`config.mk`:
```
export PLATFORM = sky130hd
export DESIGN_NAME = rvCore
export DESIGN_NICKNAME = d
export VERILOG_FILES = /design/src/hw/rvCorePkg.sv /design/src/hw/fetchStage.sv /design/src/hw/decodeStage.sv /design/src/hw/executeStage.sv /design/src/hw/rvCore.sv
export VERILOG_INCLUDE_DIRS = /design/src /design/src/hw
export SDC_FILE = /design/constraint.sdc
export NUM_CORES = 2
export LEC_CHECK = 0
export BUFFER_PORTS_ARGS = -buffer_cell sky130_fd_sc_hd__buf_4
export CORE_MARGIN = 2
export CORE_UTILIZATION = 50
export DETAILED_ROUTE_END_ITERATION = 10
export PLACE_DENSITY = 0.66
export SLEW_MARGIN = 0
export SYNTH_ARGS = -nofsm -noshare
export SYNTH_HDL_FRONTEND = slang
export SYNTH_SLANG_ARGS = --single-unit
```
`constraint.sdc`:
```
create_clock -name clk -period 11.9 [get_ports clk]
set_clock_uncertainty 0.1 [all_clocks]
set_input_delay 0.595 -clock clk [delete_from_list [all_inputs] [get_ports clk]]
set_output_delay 0.595 -clock clk [all_outputs]
set_load 0.005 [all_outputs]
```
`src/hw/rvCoreCfg.svh`:
```
/* core configuration macros: data width, register count, reset PC
   and the RV32I major opcodes kept by the core */
`ifndef RV_CORE_CFG_SVH
`define RV_CORE_CFG_SVH

`define XLEN     32            // data and address width
`define NREGS    32            // x0..x31
`define RESET_PC 32'h0000_0000 // first fetch address

// major opcodes, inst[6:0]
`define OPC_ALUREG 7'b0110011 // rd <- rs1 op rs2
`define OPC_ALUIMM 7'b0010011 // rd <- rs1 op imm
`define OPC_BRANCH 7'b1100011
`define OPC_JAL    7'b1101111
`define OPC_JALR   7'b1100111
`define OPC_AUIPC  7'b0010111
`define OPC_LUI    7'b0110111
`define OPC_SYSTEM 7'b1110011 // ecall/ebreak, stops the core

`endif

```
`src/hw/rvCorePkg.sv`:
```
/* shared core types: instruction class and ALU op enums,
   packets between fetch, decode and execute, writeback and retire */
`include "rvCoreCfg.svh"

package rvCorePkg;

  typedef logic [$clog2(`NREGS)-1:0] regIdxT; // register index

  // instruction class, one per kept major opcode
  typedef enum logic [3:0] {
    clsAluReg,
    clsAluImm,
    clsBranch,
    clsJal,
    clsJalr,
    clsAuipc,
    clsLui,
    clsSystem,
    clsIllegal  // unknown opcode, retires as no-op
  } opClassE;

  // ALU op taken straight from funct3
  typedef enum logic [2:0] {
    aluAdd  = 3'b000, // add/sub
    aluSll  = 3'b001,
    aluSlt  = 3'b010,
    aluSltu = 3'b011,
    aluXor  = 3'b100,
    aluSrl  = 3'b101, // srl/sra
    aluOr   = 3'b110,
    aluAnd  = 3'b111
  } aluOpE;

  typedef struct packed {
    logic [`XLEN-1:0] pc;
    logic [31:0]      inst;
  } fetchPktT;

  typedef struct packed {
    logic [`XLEN-1:0] pc;
    opClassE          opClass;
    aluOpE            aluOp;
    logic [2:0]       funct3;  // branch condition
    logic             arith;   // sub or sra
    logic [`XLEN-1:0] rs1Val;
    logic [`XLEN-1:0] rs2Val;
    logic [`XLEN-1:0] imm;
    regIdxT           rd;
  } decPktT;

  typedef struct packed {
    logic             wen;
    regIdxT           rd;
    logic [`XLEN-1:0] value;
  } wbT;

  typedef struct packed {
    logic [`XLEN-1:0] pc;
    regIdxT           rd;
    logic [`XLEN-1:0] value;
    logic             wen;
    logic             halt;
  } retireT;

  typedef struct packed {
    logic [`XLEN-1:0] addr;
  } imemReqT;

endpackage

```
`src/hw/fetchStage.sv`:
```
/* fetch stage: PC register, imem request/response handshake,
   packet hold toward decode and redirect wait */
`timescale 1ns/10ps
`include "rvCoreCfg.svh"

module fetchStage (
  input  logic                clk,
  input  logic                resetn,
  output logic                imemReqValid,
  output rvCorePkg::imemReqT  imemReq,
  input  logic                imemReqReady,
  input  logic                imemRspValid,
  input  logic [31:0]         imemRsp,
  output logic                fetchValid,
  output rvCorePkg::fetchPktT fetchPkt,
  input  logic                fetchReady,
  input  logic                redirectValid,
  input  logic [`XLEN-1:0]    redirectPc
);

  typedef enum logic [2:0] {idle, request, waitRsp, hold, waitRedirect} fetchStateE;

  fetchStateE       state;
  logic [`XLEN-1:0] pc;
  logic [31:0]      instQ;      // fetched word
  logic             reqPending; // tracks the open imem transaction

  always_ff @(posedge clk or negedge resetn) begin
    if (!resetn) begin
      state <= idle;
      pc    <= `RESET_PC;
    end else begin
      case (state)
        idle:         state <= request; // first request one cycle out of reset
        request:      if (imemReqReady) state <= waitRsp;
        waitRsp:      if (imemRspValid) state <= hold;
        hold:         if (fetchReady) state <= waitRedirect;
        waitRedirect: if (redirectValid) begin
          pc    <= redirectPc; // next PC always comes from execute
          state <= request;
        end
        default:      state <= idle;
      endcase
    end
  end

  always_ff @(posedge clk) begin
    if (state == waitRsp && imemRspValid) instQ <= imemRsp;
  end

  always_ff @(posedge clk or negedge resetn) begin
    if (!resetn) reqPending <= 1'b0;
    else if (imemReqValid && imemReqReady) reqPending <= 1'b1;
    else if (imemRspValid) reqPending <= 1'b0;
  end

  assign imemReqValid = (state == request); // addr held while ready is low
  assign imemReq      = '{addr: pc};
  assign fetchValid   = (state == hold);
  assign fetchPkt     = '{pc: pc, inst: instQ}; // pc is stable until redirect

  // at most one imem request in flight
  aOneOutstanding: assert property (@(posedge clk) disable iff (!resetn)
    reqPending |-> !imemReqValid);

endmodule

```
`src/hw/decodeStage.sv`:
```
/* decode stage: opcode classification, immediate formats,
   register file with write port from execute */
`timescale 1ns/10ps
`include "rvCoreCfg.svh"

module decodeStage (
  input  logic                clk,
  input  logic                resetn,
  input  logic                fetchValid,
  input  rvCorePkg::fetchPktT fetchPkt,
  output logic                fetchReady,
  output logic                decValid,
  output rvCorePkg::decPktT   decPkt,
  input  logic                decReady,
  input  rvCorePkg::wbT       wb
);

  logic [31:0]          inst;
  logic [6:0]           opcode;
  logic [2:0]           funct3;
  rvCorePkg::regIdxT    rs1Idx;
  rvCorePkg::regIdxT    rs2Idx;
  rvCorePkg::regIdxT    rdIdx;
  logic [`XLEN-1:0]     immI, immB, immU, immJ;
  logic [`XLEN-1:0]     imm;
  rvCorePkg::opClassE   opClass;
  logic                 arith;
  logic [`XLEN-1:0]     rs1Val, rs2Val;
  logic                 capture;
  logic [`XLEN-1:0]     regs [`NREGS]; // x0 kept at zero by the write guard

  assign inst   = fetchPkt.inst;
  assign opcode = inst[6:0];
  assign funct3 = inst[14:12];
  assign rs1Idx = inst[19:15];
  assign rs2Idx = inst[24:20];
  assign rdIdx  = inst[11:7];

  // immediate formats, sign from inst[31]
  assign immI = {{21{inst[31]}}, inst[30:20]};
  assign immB = {{20{inst[31]}}, inst[7], inst[30:25], inst[11:8], 1'b0};
  assign immU = {inst[31:12], 12'b0};
  assign immJ = {{12{inst[31]}}, inst[19:12], inst[20], inst[30:21], 1'b0};

  always_comb begin
    case (opcode)
      `OPC_ALUREG: opClass = rvCorePkg::clsAluReg;
      `OPC_ALUIMM: opClass = rvCorePkg::clsAluImm;
      `OPC_BRANCH: opClass = rvCorePkg::clsBranch;
      `OPC_JAL:    opClass = rvCorePkg::clsJal;
      `OPC_JALR:   opClass = rvCorePkg::clsJalr;
      `OPC_AUIPC:  opClass = rvCorePkg::clsAuipc;
      `OPC_LUI:    opClass = rvCorePkg::clsLui;
      `OPC_SYSTEM: opClass = rvCorePkg::clsSystem;
      default:     opClass = rvCorePkg::clsIllegal;
    endcase
  end

  always_comb begin
    case (opClass)
      rvCorePkg::clsAluImm, rvCorePkg::clsJalr: imm = immI;
      rvCorePkg::clsBranch:                     imm = immB;
      rvCorePkg::clsJal:                        imm = immJ;
      rvCorePkg::clsAuipc, rvCorePkg::clsLui:   imm = immU;
      default:                                  imm = '0; // alu reg, system
    endcase
  end

  // inst[30] means sub/sra for reg ops, only srai for imm ops (addi uses it as imm bit)
  assign arith = (opClass == rvCorePkg::clsAluReg) ? inst[30] :
                 (opClass == rvCorePkg::clsAluImm && funct3 == 3'b101) ? inst[30] : 1'b0;

  assign rs1Val = regs[rs1Idx];
  assign rs2Val = regs[rs2Idx];

  always_ff @(posedge clk or negedge resetn) begin
    if (!resetn) begin
      for (int i = 0; i < `NREGS; i++) begin
        regs[i] <= '0;
      end
    end else if (wb.wen && wb.rd != '0) begin
      regs[wb.rd] <= wb.value; // x0 writes dropped
    end
  end

  assign fetchReady = !decValid || decReady;
  assign capture    = fetchValid && fetchReady;

  always_ff @(posedge clk or negedge resetn) begin
    if (!resetn) decValid <= 1'b0;
    else if (fetchReady) decValid <= fetchValid; // hold while execute stalls
  end

  always_ff @(posedge clk) begin
    if (capture) begin
      decPkt.pc      <= fetchPkt.pc;
      decPkt.opClass <= opClass;
      decPkt.aluOp   <= rvCorePkg::aluOpE'(funct3);
      decPkt.funct3  <= funct3;
      decPkt.arith   <= arith;
      decPkt.rs1Val  <= rs1Val;
      decPkt.rs2Val  <= rs2Val;
      decPkt.imm     <= imm;
      decPkt.rd      <= rdIdx;
    end
  end

  // x0 stays zero whatever execute wrote before
  aZeroReg: assert property (@(posedge clk) disable iff (!resetn)
    regs[0] == '0);

endmodule

```
`src/hw/executeStage.sv`:
```
/* execute stage: ALU with shared subtractor and single right shifter,
   branch compare, next PC, writeback/retire registers, halt */
`timescale 1ns/10ps
`include "rvCoreCfg.svh"

module executeStage (
  input  logic              clk,
  input  logic              resetn,
  input  logic              decValid,
  input  rvCorePkg::decPktT decPkt,
  output logic              decReady,
  output rvCorePkg::wbT     wb,
  output logic              redirectValid,
  output logic [`XLEN-1:0]  redirectPc,
  output logic              retireValid,
  output rvCorePkg::retireT retire,
  output logic              halted
);

  // bit reversal so left shifts reuse the right shifter
  function automatic logic [`XLEN-1:0] flip(input logic [`XLEN-1:0] x);
    logic [`XLEN-1:0] y;
    for (int i = 0; i < `XLEN; i++) begin
      y[i] = x[`XLEN-1-i];
    end
    return y;
  endfunction

  logic [`XLEN-1:0] aluIn1, aluIn2, aluPlus, aluOut;
  logic [`XLEN:0]   aluMinus; // extra msb is the unsigned borrow
  logic [`XLEN-1:0] shIn;
  logic [`XLEN:0]   shWide;
  logic             shFill;
  logic             eq, lt, ltu, taken;
  logic [`XLEN-1:0] pcPlus4, pcPlusImm, nextPc, wbValue;
  logic             wen, isSystem, fire;

  assign aluIn1 = decPkt.rs1Val;
  assign aluIn2 = (decPkt.opClass == rvCorePkg::clsAluReg ||
                   decPkt.opClass == rvCorePkg::clsBranch) ? decPkt.rs2Val : decPkt.imm;

  assign aluPlus  = aluIn1 + aluIn2;
  assign aluMinus = {1'b0, aluIn1} - {1'b0, aluIn2}; // one subtractor for sub and compares
  assign eq       = (aluMinus[`XLEN-1:0] == '0);
  assign ltu      = aluMinus[`XLEN];
  assign lt       = (aluIn1[`XLEN-1] ^ aluIn2[`XLEN-1]) ? aluIn1[`XLEN-1] : aluMinus[`XLEN];

  // sll: flip, shift right, flip back; sra fills with the sign bit
  assign shIn   = (decPkt.aluOp == rvCorePkg::aluSll) ? flip(aluIn1) : aluIn1;
  assign shFill = decPkt.arith & (decPkt.aluOp == rvCorePkg::aluSrl) & aluIn1[`XLEN-1];
  assign shWide = $signed({shFill, shIn}) >>> aluIn2[$clog2(`XLEN)-1:0];

  always_comb begin
    case (decPkt.aluOp)
      rvCorePkg::aluAdd:  aluOut = decPkt.arith ? aluMinus[`XLEN-1:0] : aluPlus;
      rvCorePkg::aluSll:  aluOut = flip(shWide[`XLEN-1:0]);
      rvCorePkg::aluSlt:  aluOut = {{(`XLEN-1){1'b0}}, lt};
      rvCorePkg::aluSltu: aluOut = {{(`XLEN-1){1'b0}}, ltu};
      rvCorePkg::aluXor:  aluOut = aluIn1 ^ aluIn2;
      rvCorePkg::aluSrl:  aluOut = shWide[`XLEN-1:0]; // srl or sra
      rvCorePkg::aluOr:   aluOut = aluIn1 | aluIn2;
      default:            aluOut = aluIn1 & aluIn2;
    endcase
  end

  always_comb begin
    case (decPkt.funct3)
      3'b000:  taken = eq;   // beq
      3'b001:  taken = !eq;  // bne
      3'b100:  taken = lt;   // blt
      3'b101:  taken = !lt;  // bge
      3'b110:  taken = ltu;  // bltu
      3'b111:  taken = !ltu; // bgeu
      default: taken = 1'b0;
    endcase
  end

  assign pcPlus4   = decPkt.pc + `XLEN'd4;
  assign pcPlusImm = decPkt.pc + decPkt.imm;

  always_comb begin
    wen     = 1'b0;
    wbValue = aluOut;
    nextPc  = pcPlus4;
    case (decPkt.opClass)
      rvCorePkg::clsAluReg, rvCorePkg::clsAluImm: wen = 1'b1;
      rvCorePkg::clsBranch: if (taken) nextPc = pcPlusImm;
      rvCorePkg::clsJal: begin
        wen     = 1'b1;
        wbValue = pcPlus4; // link
        nextPc  = pcPlusImm;
      end
      rvCorePkg::clsJalr: begin
        wen     = 1'b1;
        wbValue = pcPlus4;
        nextPc  = {aluPlus[`XLEN-1:1], 1'b0}; // rs1+imm, bit 0 cleared
      end
      rvCorePkg::clsAuipc: begin
        wen     = 1'b1;
        wbValue = pcPlusImm;
      end
      rvCorePkg::clsLui: begin
        wen     = 1'b1;
        wbValue = decPkt.imm;
      end
      default: ; // system and unknown opcodes write nothing
    endcase
  end

  assign isSystem = (decPkt.opClass == rvCorePkg::clsSystem);
  assign decReady = !halted; // accept every cycle until halt
  assign fire     = decValid && decReady;

  always_ff @(posedge clk or negedge resetn) begin
    if (!resetn) begin
      retireValid   <= 1'b0;
      redirectValid <= 1'b0;
      halted        <= 1'b0;
    end else begin
      retireValid   <= fire;
      redirectValid <= fire && !isSystem; // no redirect freezes fetch on halt
      if (fire && isSystem) halted <= 1'b1;
    end
  end

  always_ff @(posedge clk) begin
    if (fire) begin
      redirectPc   <= nextPc;
      retire.pc    <= decPkt.pc;
      retire.rd    <= decPkt.rd;
      retire.value <= wbValue;
      retire.wen   <= wen;
      retire.halt  <= isSystem;
    end
  end

  // register write lands at the end of the retire cycle
  assign wb = '{wen: retireValid && retire.wen, rd: retire.rd, value: retire.value};

  aNoRedirectHalted: assert property (@(posedge clk) disable iff (!resetn)
    halted |-> !redirectValid);

endmodule

```
`src/hw/rvCore.sv`:
```
/* core top: fetch, decode and execute stages wired together */
`timescale 1ns/10ps
`include "rvCoreCfg.svh"

module rvCore (
  input  logic               clk,
  input  logic               resetn,
  output logic               imemReqValid,
  output rvCorePkg::imemReqT imemReq,
  input  logic               imemReqReady,
  input  logic               imemRspValid,
  input  logic [31:0]        imemRsp,
  output logic               retireValid,
  output rvCorePkg::retireT  retire,
  output logic               halted
);

  logic                fetchValid;  // fetch -> decode
  rvCorePkg::fetchPktT fetchPkt;
  logic                fetchReady;
  logic                decValid;    // decode -> execute
  rvCorePkg::decPktT   decPkt;
  logic                decReady;
  rvCorePkg::wbT       wb;          // execute -> register file
  logic                redirectValid;
  logic [`XLEN-1:0]    redirectPc;  // execute -> fetch

  fetchStage fetch0 (
    .clk, .resetn,
    .imemReqValid, .imemReq, .imemReqReady,
    .imemRspValid, .imemRsp,
    .fetchValid, .fetchPkt, .fetchReady,
    .redirectValid, .redirectPc
  );

  decodeStage decode0 (
    .clk, .resetn,
    .fetchValid, .fetchPkt, .fetchReady,
    .decValid, .decPkt, .decReady,
    .wb
  );

  executeStage execute0 (
    .clk, .resetn,
    .decValid, .decPkt, .decReady,
    .wb,
    .redirectValid, .redirectPc,
    .retireValid, .retire,
    .halted
  );

endmodule

```
## After elaboration in Yosys (flattened, before gate mapping)

Index checks and enable logic that the tools add are counted.

| storage, ports and cells | value |
|---|---|
| flip-flop bits (word level) | 1339 |
| bits in latches | 0 |
| RAM bits | 0 |
| memory bits (read-only) | 0 |
| bits of input ports | 36 |
| logic and storage cells | 165 |
| memories | 0 |

| cells by class | value |
|---|---|
| $add $sub $neg | 4 |
| multipliers | 0 |
| divide/modulo/power cells | 0 |
| $lt $le $gt $ge | 4 |
| eq/ne operators | 37 |
| shifts and indexed selects | 1 |
| multiplexer cells | 28 |
| bitwise operators | 9 |
| reduce and logical (&&, ||, !) cells | 29 |

Operator list:

| kind | count |
|---|---|
| $bwmux 1024 | 1 |
| $bmux 32 s5 | 2 |
| $mux 32 | 9 |
| $pmux 32 s7 | 1 |
| $pmux 32 s3 | 2 |
| $demux 32 s5 | 1 |
| $pmux 32 s4 | 1 |
| $add 32x32->32 | 2 |
| $sshr 33x5->32 | 1 |
| $sub 32x32->33 | 1 |
| $add 32x3->32 const B | 1 |
| $and 32x32->32 | 1 |
| $logic_not 32->1 | 1 |
| $or 32x32->32 | 1 |
| $pmux 4 s8 | 1 |
| $xor 32x32->32 | 1 |
| $eq 4x3->1 const B | 7 |
| $eq 7x7->1 const B | 4 |
| $eq 3x3->1 const B | 6 |
| $ge 6x6->1 const B | 3 |
| $not 5->6 | 3 |
| $eq 4x2->1 const B | 4 |
| $pmux 3 s5 | 1 |
| $eq 7x5->1 const B | 2 |
| 22 further kinds | 55 |

## Depth between registers and ports, before layout

| logic depth | value |
|---|---|
| word-level depth | 9 |
| gate-level depth with buffers | 23 |

## Modules after synthesis

From an unflattened synthesis, not the netlist that was laid out.

| second synthesis, totals | value |
|---|---|
| cell total of the unflattened synthesis | 7092 |
| area, all modules | 79899.1 µm² |

By module, submodules not included:

| module | times used | cells each | area each (µm²) |
|---|---|---|---|
| decodeStage | 1 | 4839 | 60708.2 |
| executeStage | 1 | 2102 | 16459.5 |
| fetchStage | 1 | 151 | 2731.4 |

## Worst setup path after synthesis

OpenSTA, ideal clock, no wires.

| timing path | value |
|---|---|
| path type | register to register |
| start | register fetch0.state[0] |
| end | register decode0.decPkt[0] (netlist name) |
| setup time | 0.689 ns |
| data arrival time | 7.487 ns |
| data required time | 11.111 ns |
| slack | 3.625 ns |
| stages on the path, launching flop included | 4 |
| buffers on the path | 1 |
| cells stage by stage | dfrtp_1 > clkbuf_1 > nand3_1 > a21oi_1 |

| between the ends | value |
|---|---|
| cells in the longest elaborated chain, start to end | 2 |

RTL lines:

| item | RTL line | RTL |
|---|---|---|
| start: declaration | fetchStage.sv:23 | `fetchStateE state;` |
| start signal: assignment | fetchStage.sv:30 | `state <= idle;` |
| start signal: assignment | fetchStage.sv:34 | `idle: state <= request;` |
| start signal: assignment | fetchStage.sv:35 | `request: if (imemReqReady) state <= waitRsp;` |
| $eq 3x2->1 | fetchStage.sv:59 | `assign fetchValid = (state == hold);` |
| $logic_and 1x1->1 | decodeStage.sv:87 | `assign capture = fetchValid && fetchReady;` |
| net decode0.capture | decodeStage.sv:29 | `logic capture;` |

The timed path passes the listed nets, and every way through them passes these cells.
A chain may end at the register's enable or synchronous reset.

## Final worst setup path

| timing path | value |
|---|---|
| start | register decode0.decPkt[110] (netlist name) |
| end | register execute0.redirectPc[25], data pin |

| between the ends | value |
|---|---|
| cells in the longest elaborated chain, start to end | 9 |
| elaborated cells on any way between the ends | 17 |
| classes of those cells | 2 x add/sub; 3 x eq/ne; 5 x mux; 1 x bitwise; 6 x reduce/logical |

RTL lines:

| item | RTL line | RTL |
|---|---|---|
| $eq 4x2->1 / $logic_not 4->1 (equally long branches) | executeStage.sv:40, executeStage.sv:85, executeStage.sv:39 |  |
| $logic_or 1x1->1 | executeStage.sv:39 | `assign aluIn2 = (decPkt.opClass == rvCorePkg::clsAluReg \|\|` |
| $mux 32 | executeStage.sv:40 | `decPkt.opClass == rvCorePkg::clsBranch) ? decPkt.rs2Val : decPkt.imm;` |
| $sub 32x32->33 / $xor 1x1->1 (equally long branches) | executeStage.sv:43, executeStage.sv:46 |  |
| $logic_not 32->1 / $mux 1 (equally long branches) | executeStage.sv:44, executeStage.sv:46 |  |
| $logic_not 1->1, on equally long branches | executeStage.sv:69, executeStage.sv:71 |  |
| $pmux 1 s6 | executeStage.sv:67 | `case (decPkt.funct3)` |
| $mux 32 | executeStage.sv:87 | `rvCorePkg::clsBranch: if (taken) nextPc = pcPlusImm;` |
| $pmux 32 s3 * | executeStage.sv:85 | `case (decPkt.opClass)` |
| net execute0.nextPc[25] | executeStage.sv:35 | `` logic [`XLEN-1:0] pcPlus4, pcPlusImm, nextPc, wbValue; `` |
| end signal: assignment | executeStage.sv:128 | `redirectPc <= nextPc;` |
| end: declaration | executeStage.sv:14 | `` output logic [`XLEN-1:0] redirectPc, `` |

Mark *: on every way through the listed nets, which the timed path passes. The rest lies on a longest branch.

==> metrics.txt <==
final net count=5615; dpl ws=4130 ps; fin cells=around 7600; DRC=0; clock insertion delay at the later pin of the skew report=820 ps; sw frac=a little under two fifths; Die X=between 300 and 400 µm; gr usage total=33.3%; Iteration-0 DRC Markers=5861; H-tree levels=4; crit-path cells=nor3_4 > buf_4 > mux2i_4 > buf_4 > inv_1 > buf_4 > ha_1 > inv_1 > ha_1 > nand2b_1 > a41oi_1 > o311a_1 > o311ai_0 > a2111oi_0 > nand4b_1 > or4_1 > nand4b_1 > or4_4 > nand3_2 > buf_4 > mux2_2 > a2bb2oi_1; Tot Pwr=about 19 mW; First-pass DRT Iterations=7; Routed Antenna Nets=0; global-route wire length before repair=approximately 380000 µm; Worst Path Buf+Inv=6; Max Root-Sink Buffers=3; drt via density=6.84; cts bufs inserted=around 150; most used standard cell by instance count after synthesis=mux2_2; total die area=approximately 160000 µm²; post-synthesis sequential area ratio=a little under half; Final Hold Viols=0; Yosys top cell by area=dfrtp_1; setup ws final=~4000 ps; CP max stage cell=edfxtp_1; Cells after Synth=5558; Reg power frac=roughly 37%; CORE AREA=152000 µm²; post-DR wirelength/cell=approximately 34 µm; Sw Pwr=7.38 mW; FF+latch count, synth=roughly 1300; EDFF count, synth=approximately 280; startpoint types=register; Clk pwr share=between 20% and 30%; Critical Path End Type=register; Avg Inst Size Synth=about 14 µm²; initial antenna violation count=17; IO Count=142; Hold WS=between 70 and 80 ps; Routed Wire Length=260000 µm; FP Rows=approximately 140; power per cell area=about 230 nW/µm²; Clock transition at path regs=70 ps; final count of pins violating max slew=0; via count=~52000; PostCTS Resize Cnt=0; Hold WC Path Type=input port to register; synth warn=0; vias in the first global route=51400; Most used DFF post-synth=dfrtp_1; slowest stage delay, CP=slightly above 600 ps; fin crit period=around 8000 ps; Comb power frac=roughly two fifths; share of Yosys cell area claimed by the top area cell type=approximately a third; Netlist Area Pre-Place=around 77000 µm²; Worst EP arrival=roughly 8400 ps; Area contributors post-synth=dfrtp_1 35%, mux4_2 19%, mux2_2 16%; Fill cells=between 10000 and 15000; Starting Density=roughly half; Slew @ Worst Pin=between 1000 and 1500 ps; global route overflow=0; Slew HR=approximately 8.9%; VDD IR max=0.000169 V; CP delay by family, top=simple AND/OR/NAND/NOR gates; number of setup violations in the final report=0; Mapped Nets=around 5700; Tcrit/Tclk final=approximately two thirds; Buffers on Ports=about 140; Detailed Place HPWL=approximately 170000 µm; unrepaired setup endpoints after global routing=no; crit-path most repeated cell=buf_4; Worst Path Max Fanout=41; Setup TNS Final=0 ps; layout cells sized above 1=42.2%; P_leak=about 37 nW; most frequent cells after synthesis=1126 x mux2_2, 1063 x dfrtp_1, 646 x mux4_2, 418 x clkbuf_1, 276 x edfxtp_1; fraction of registers with async set/reset=79.4%; height of the die=396 µm; status=completed; WP data required=~12000 ps; Area Overhead vs Synth=10.5%; Placed Cells=7302; Clock Sinks=about 1300; internal power=around 12 mW; fmax=between 0.1 and 0.15 GHz; GPL Wtd Cong=just over 1; CTS tree=yes; Setup CP Type=register to register; Max Cap Viol=0; clock tree root driver cell=clkbuf_16; largest net degree at the start of global routing=173; Netlist cell types=92
-- final timing paths --
path                                      from                 endpoint  slack (ps)  cells past startpoint
max in group asynchronous               resetn        decode0.regs[893]        8910                      4
min                               imemRspValid          fetch0.state[0]          80                      3
min reg2reg                 decode0.regs[1001]       decode0.regs[1001]         290                      0
max                        decode0.decPkt[110]  execute0.redirectPc[25]        3950                     22
max reg2reg                decode0.decPkt[110]  execute0.redirectPc[25]        3950                     22
min in group asynchronous               resetn        decode0.regs[487]         310                      2
-- per-stage QoR --
stage / area, µm² / util (%)
floorplan: 76900 / -
global placement: 79600 / 52.3
detailed placement: 79600 / 52.3
CTS: 84900 / 55.8
global route: 84900 / 55.8
finish: 84900 / 55.8
-- cell type report --
cell class                      instances  area [µm²]  share of cell area [%]
Clock inverter                         57         678                   0.798
Timing Repair Buffer                  302        2440                    2.88
Sequential cell                      1339       34900                    41.1
Antenna cell                            4        10.0                  0.0118
Multi-Input combinational cell       3548       39600                    46.7
Tap cell                             2030        2540                    2.99
Inverter                              116         435                   0.513
Clock buffer                          214        4310                    5.07
-- worst min-delay path: cells and delay by family --
family	cells	cell delay, ps
buf+inv	1	100
simple gates	2	240
-- state kept, by name, indices dropped and copies added (netlist names) --
register / flops
execute0.retireValid: 1
execute0.redirectValid: 1
execute0.redirectPc: 32
decode0.decValid: 1
decode0.decPkt: 141
execute0.halted: 1
decode0.regs: 1024
fetch0.instQ: 32
fetch0.imemReq: 32
execute0.retire: 71
fetch0.state: 3
-- power by group through the flow --
stage               clock, mW  sequential [mW]  combinational (mW)
CTS                      4.76             7.21                7.30
finish                   4.70             7.24                7.43
floorplan                   0             6.71                5.17
global placement            0             7.20                7.25
detailed placement          0             7.28                7.26
global route             4.96             7.39                7.84
-- cell usage in the layout, fill, tap and decap left out, types with 84 or more instances in the layout --
cell type / count
a21oi_1: 211
buf_4: 261
clkbuf_16: 152
dfrtp_1: 1063
edfxtp_1: 276
ha_1: 121
inv_1: 112
mux2_2: 1126
mux2i_1: 112
mux4_2: 646
nand2_1: 164
nor2_1: 172
o21ai_0: 138
xnor2_1: 84
-- routing by layer --
layer / share of wire, % / wire, µm / vias up / track usage, %
met3: 8.0 / 20800 / 578 / 6.36
met1: 41 / 108000 / 27800 / 47.0
met5: 0.044 / 114 / - / 0
met2: 46 / 119000 / 2370 / 50.6
li1: - / - / 21300 / -
met4: 4.9 / 12700 / 18 / 14.1
-- timing repair --
item / in CTS / in global routing
hold buffers: 33 / 0
endpoints found under the hold margin: 121 / 0
setup buffers: 0 / 0
-- kinds of logic (layout without fill, tap and decap cells) --
| group | Yosys count | count (layout) | share of synthesized area [%] |
|---|---|---|---|
| xor+xnor | 114 | 114 | 1.30 |
| flops | 1339 | 1339 | 45.4 |
| other cells | 0 | 4 | 0 |
| compound gates | 779 | 779 | 6.90 |
| fa+ha+maj | 123 | 123 | 2.02 |
| buf+inv | 671 | 689 | 3.48 |
| mux | 1885 | 1885 | 36.9 |
| simple gates | 647 | 647 | 4.05 |
Note: power is estimated with default switching activity, not from simulation.
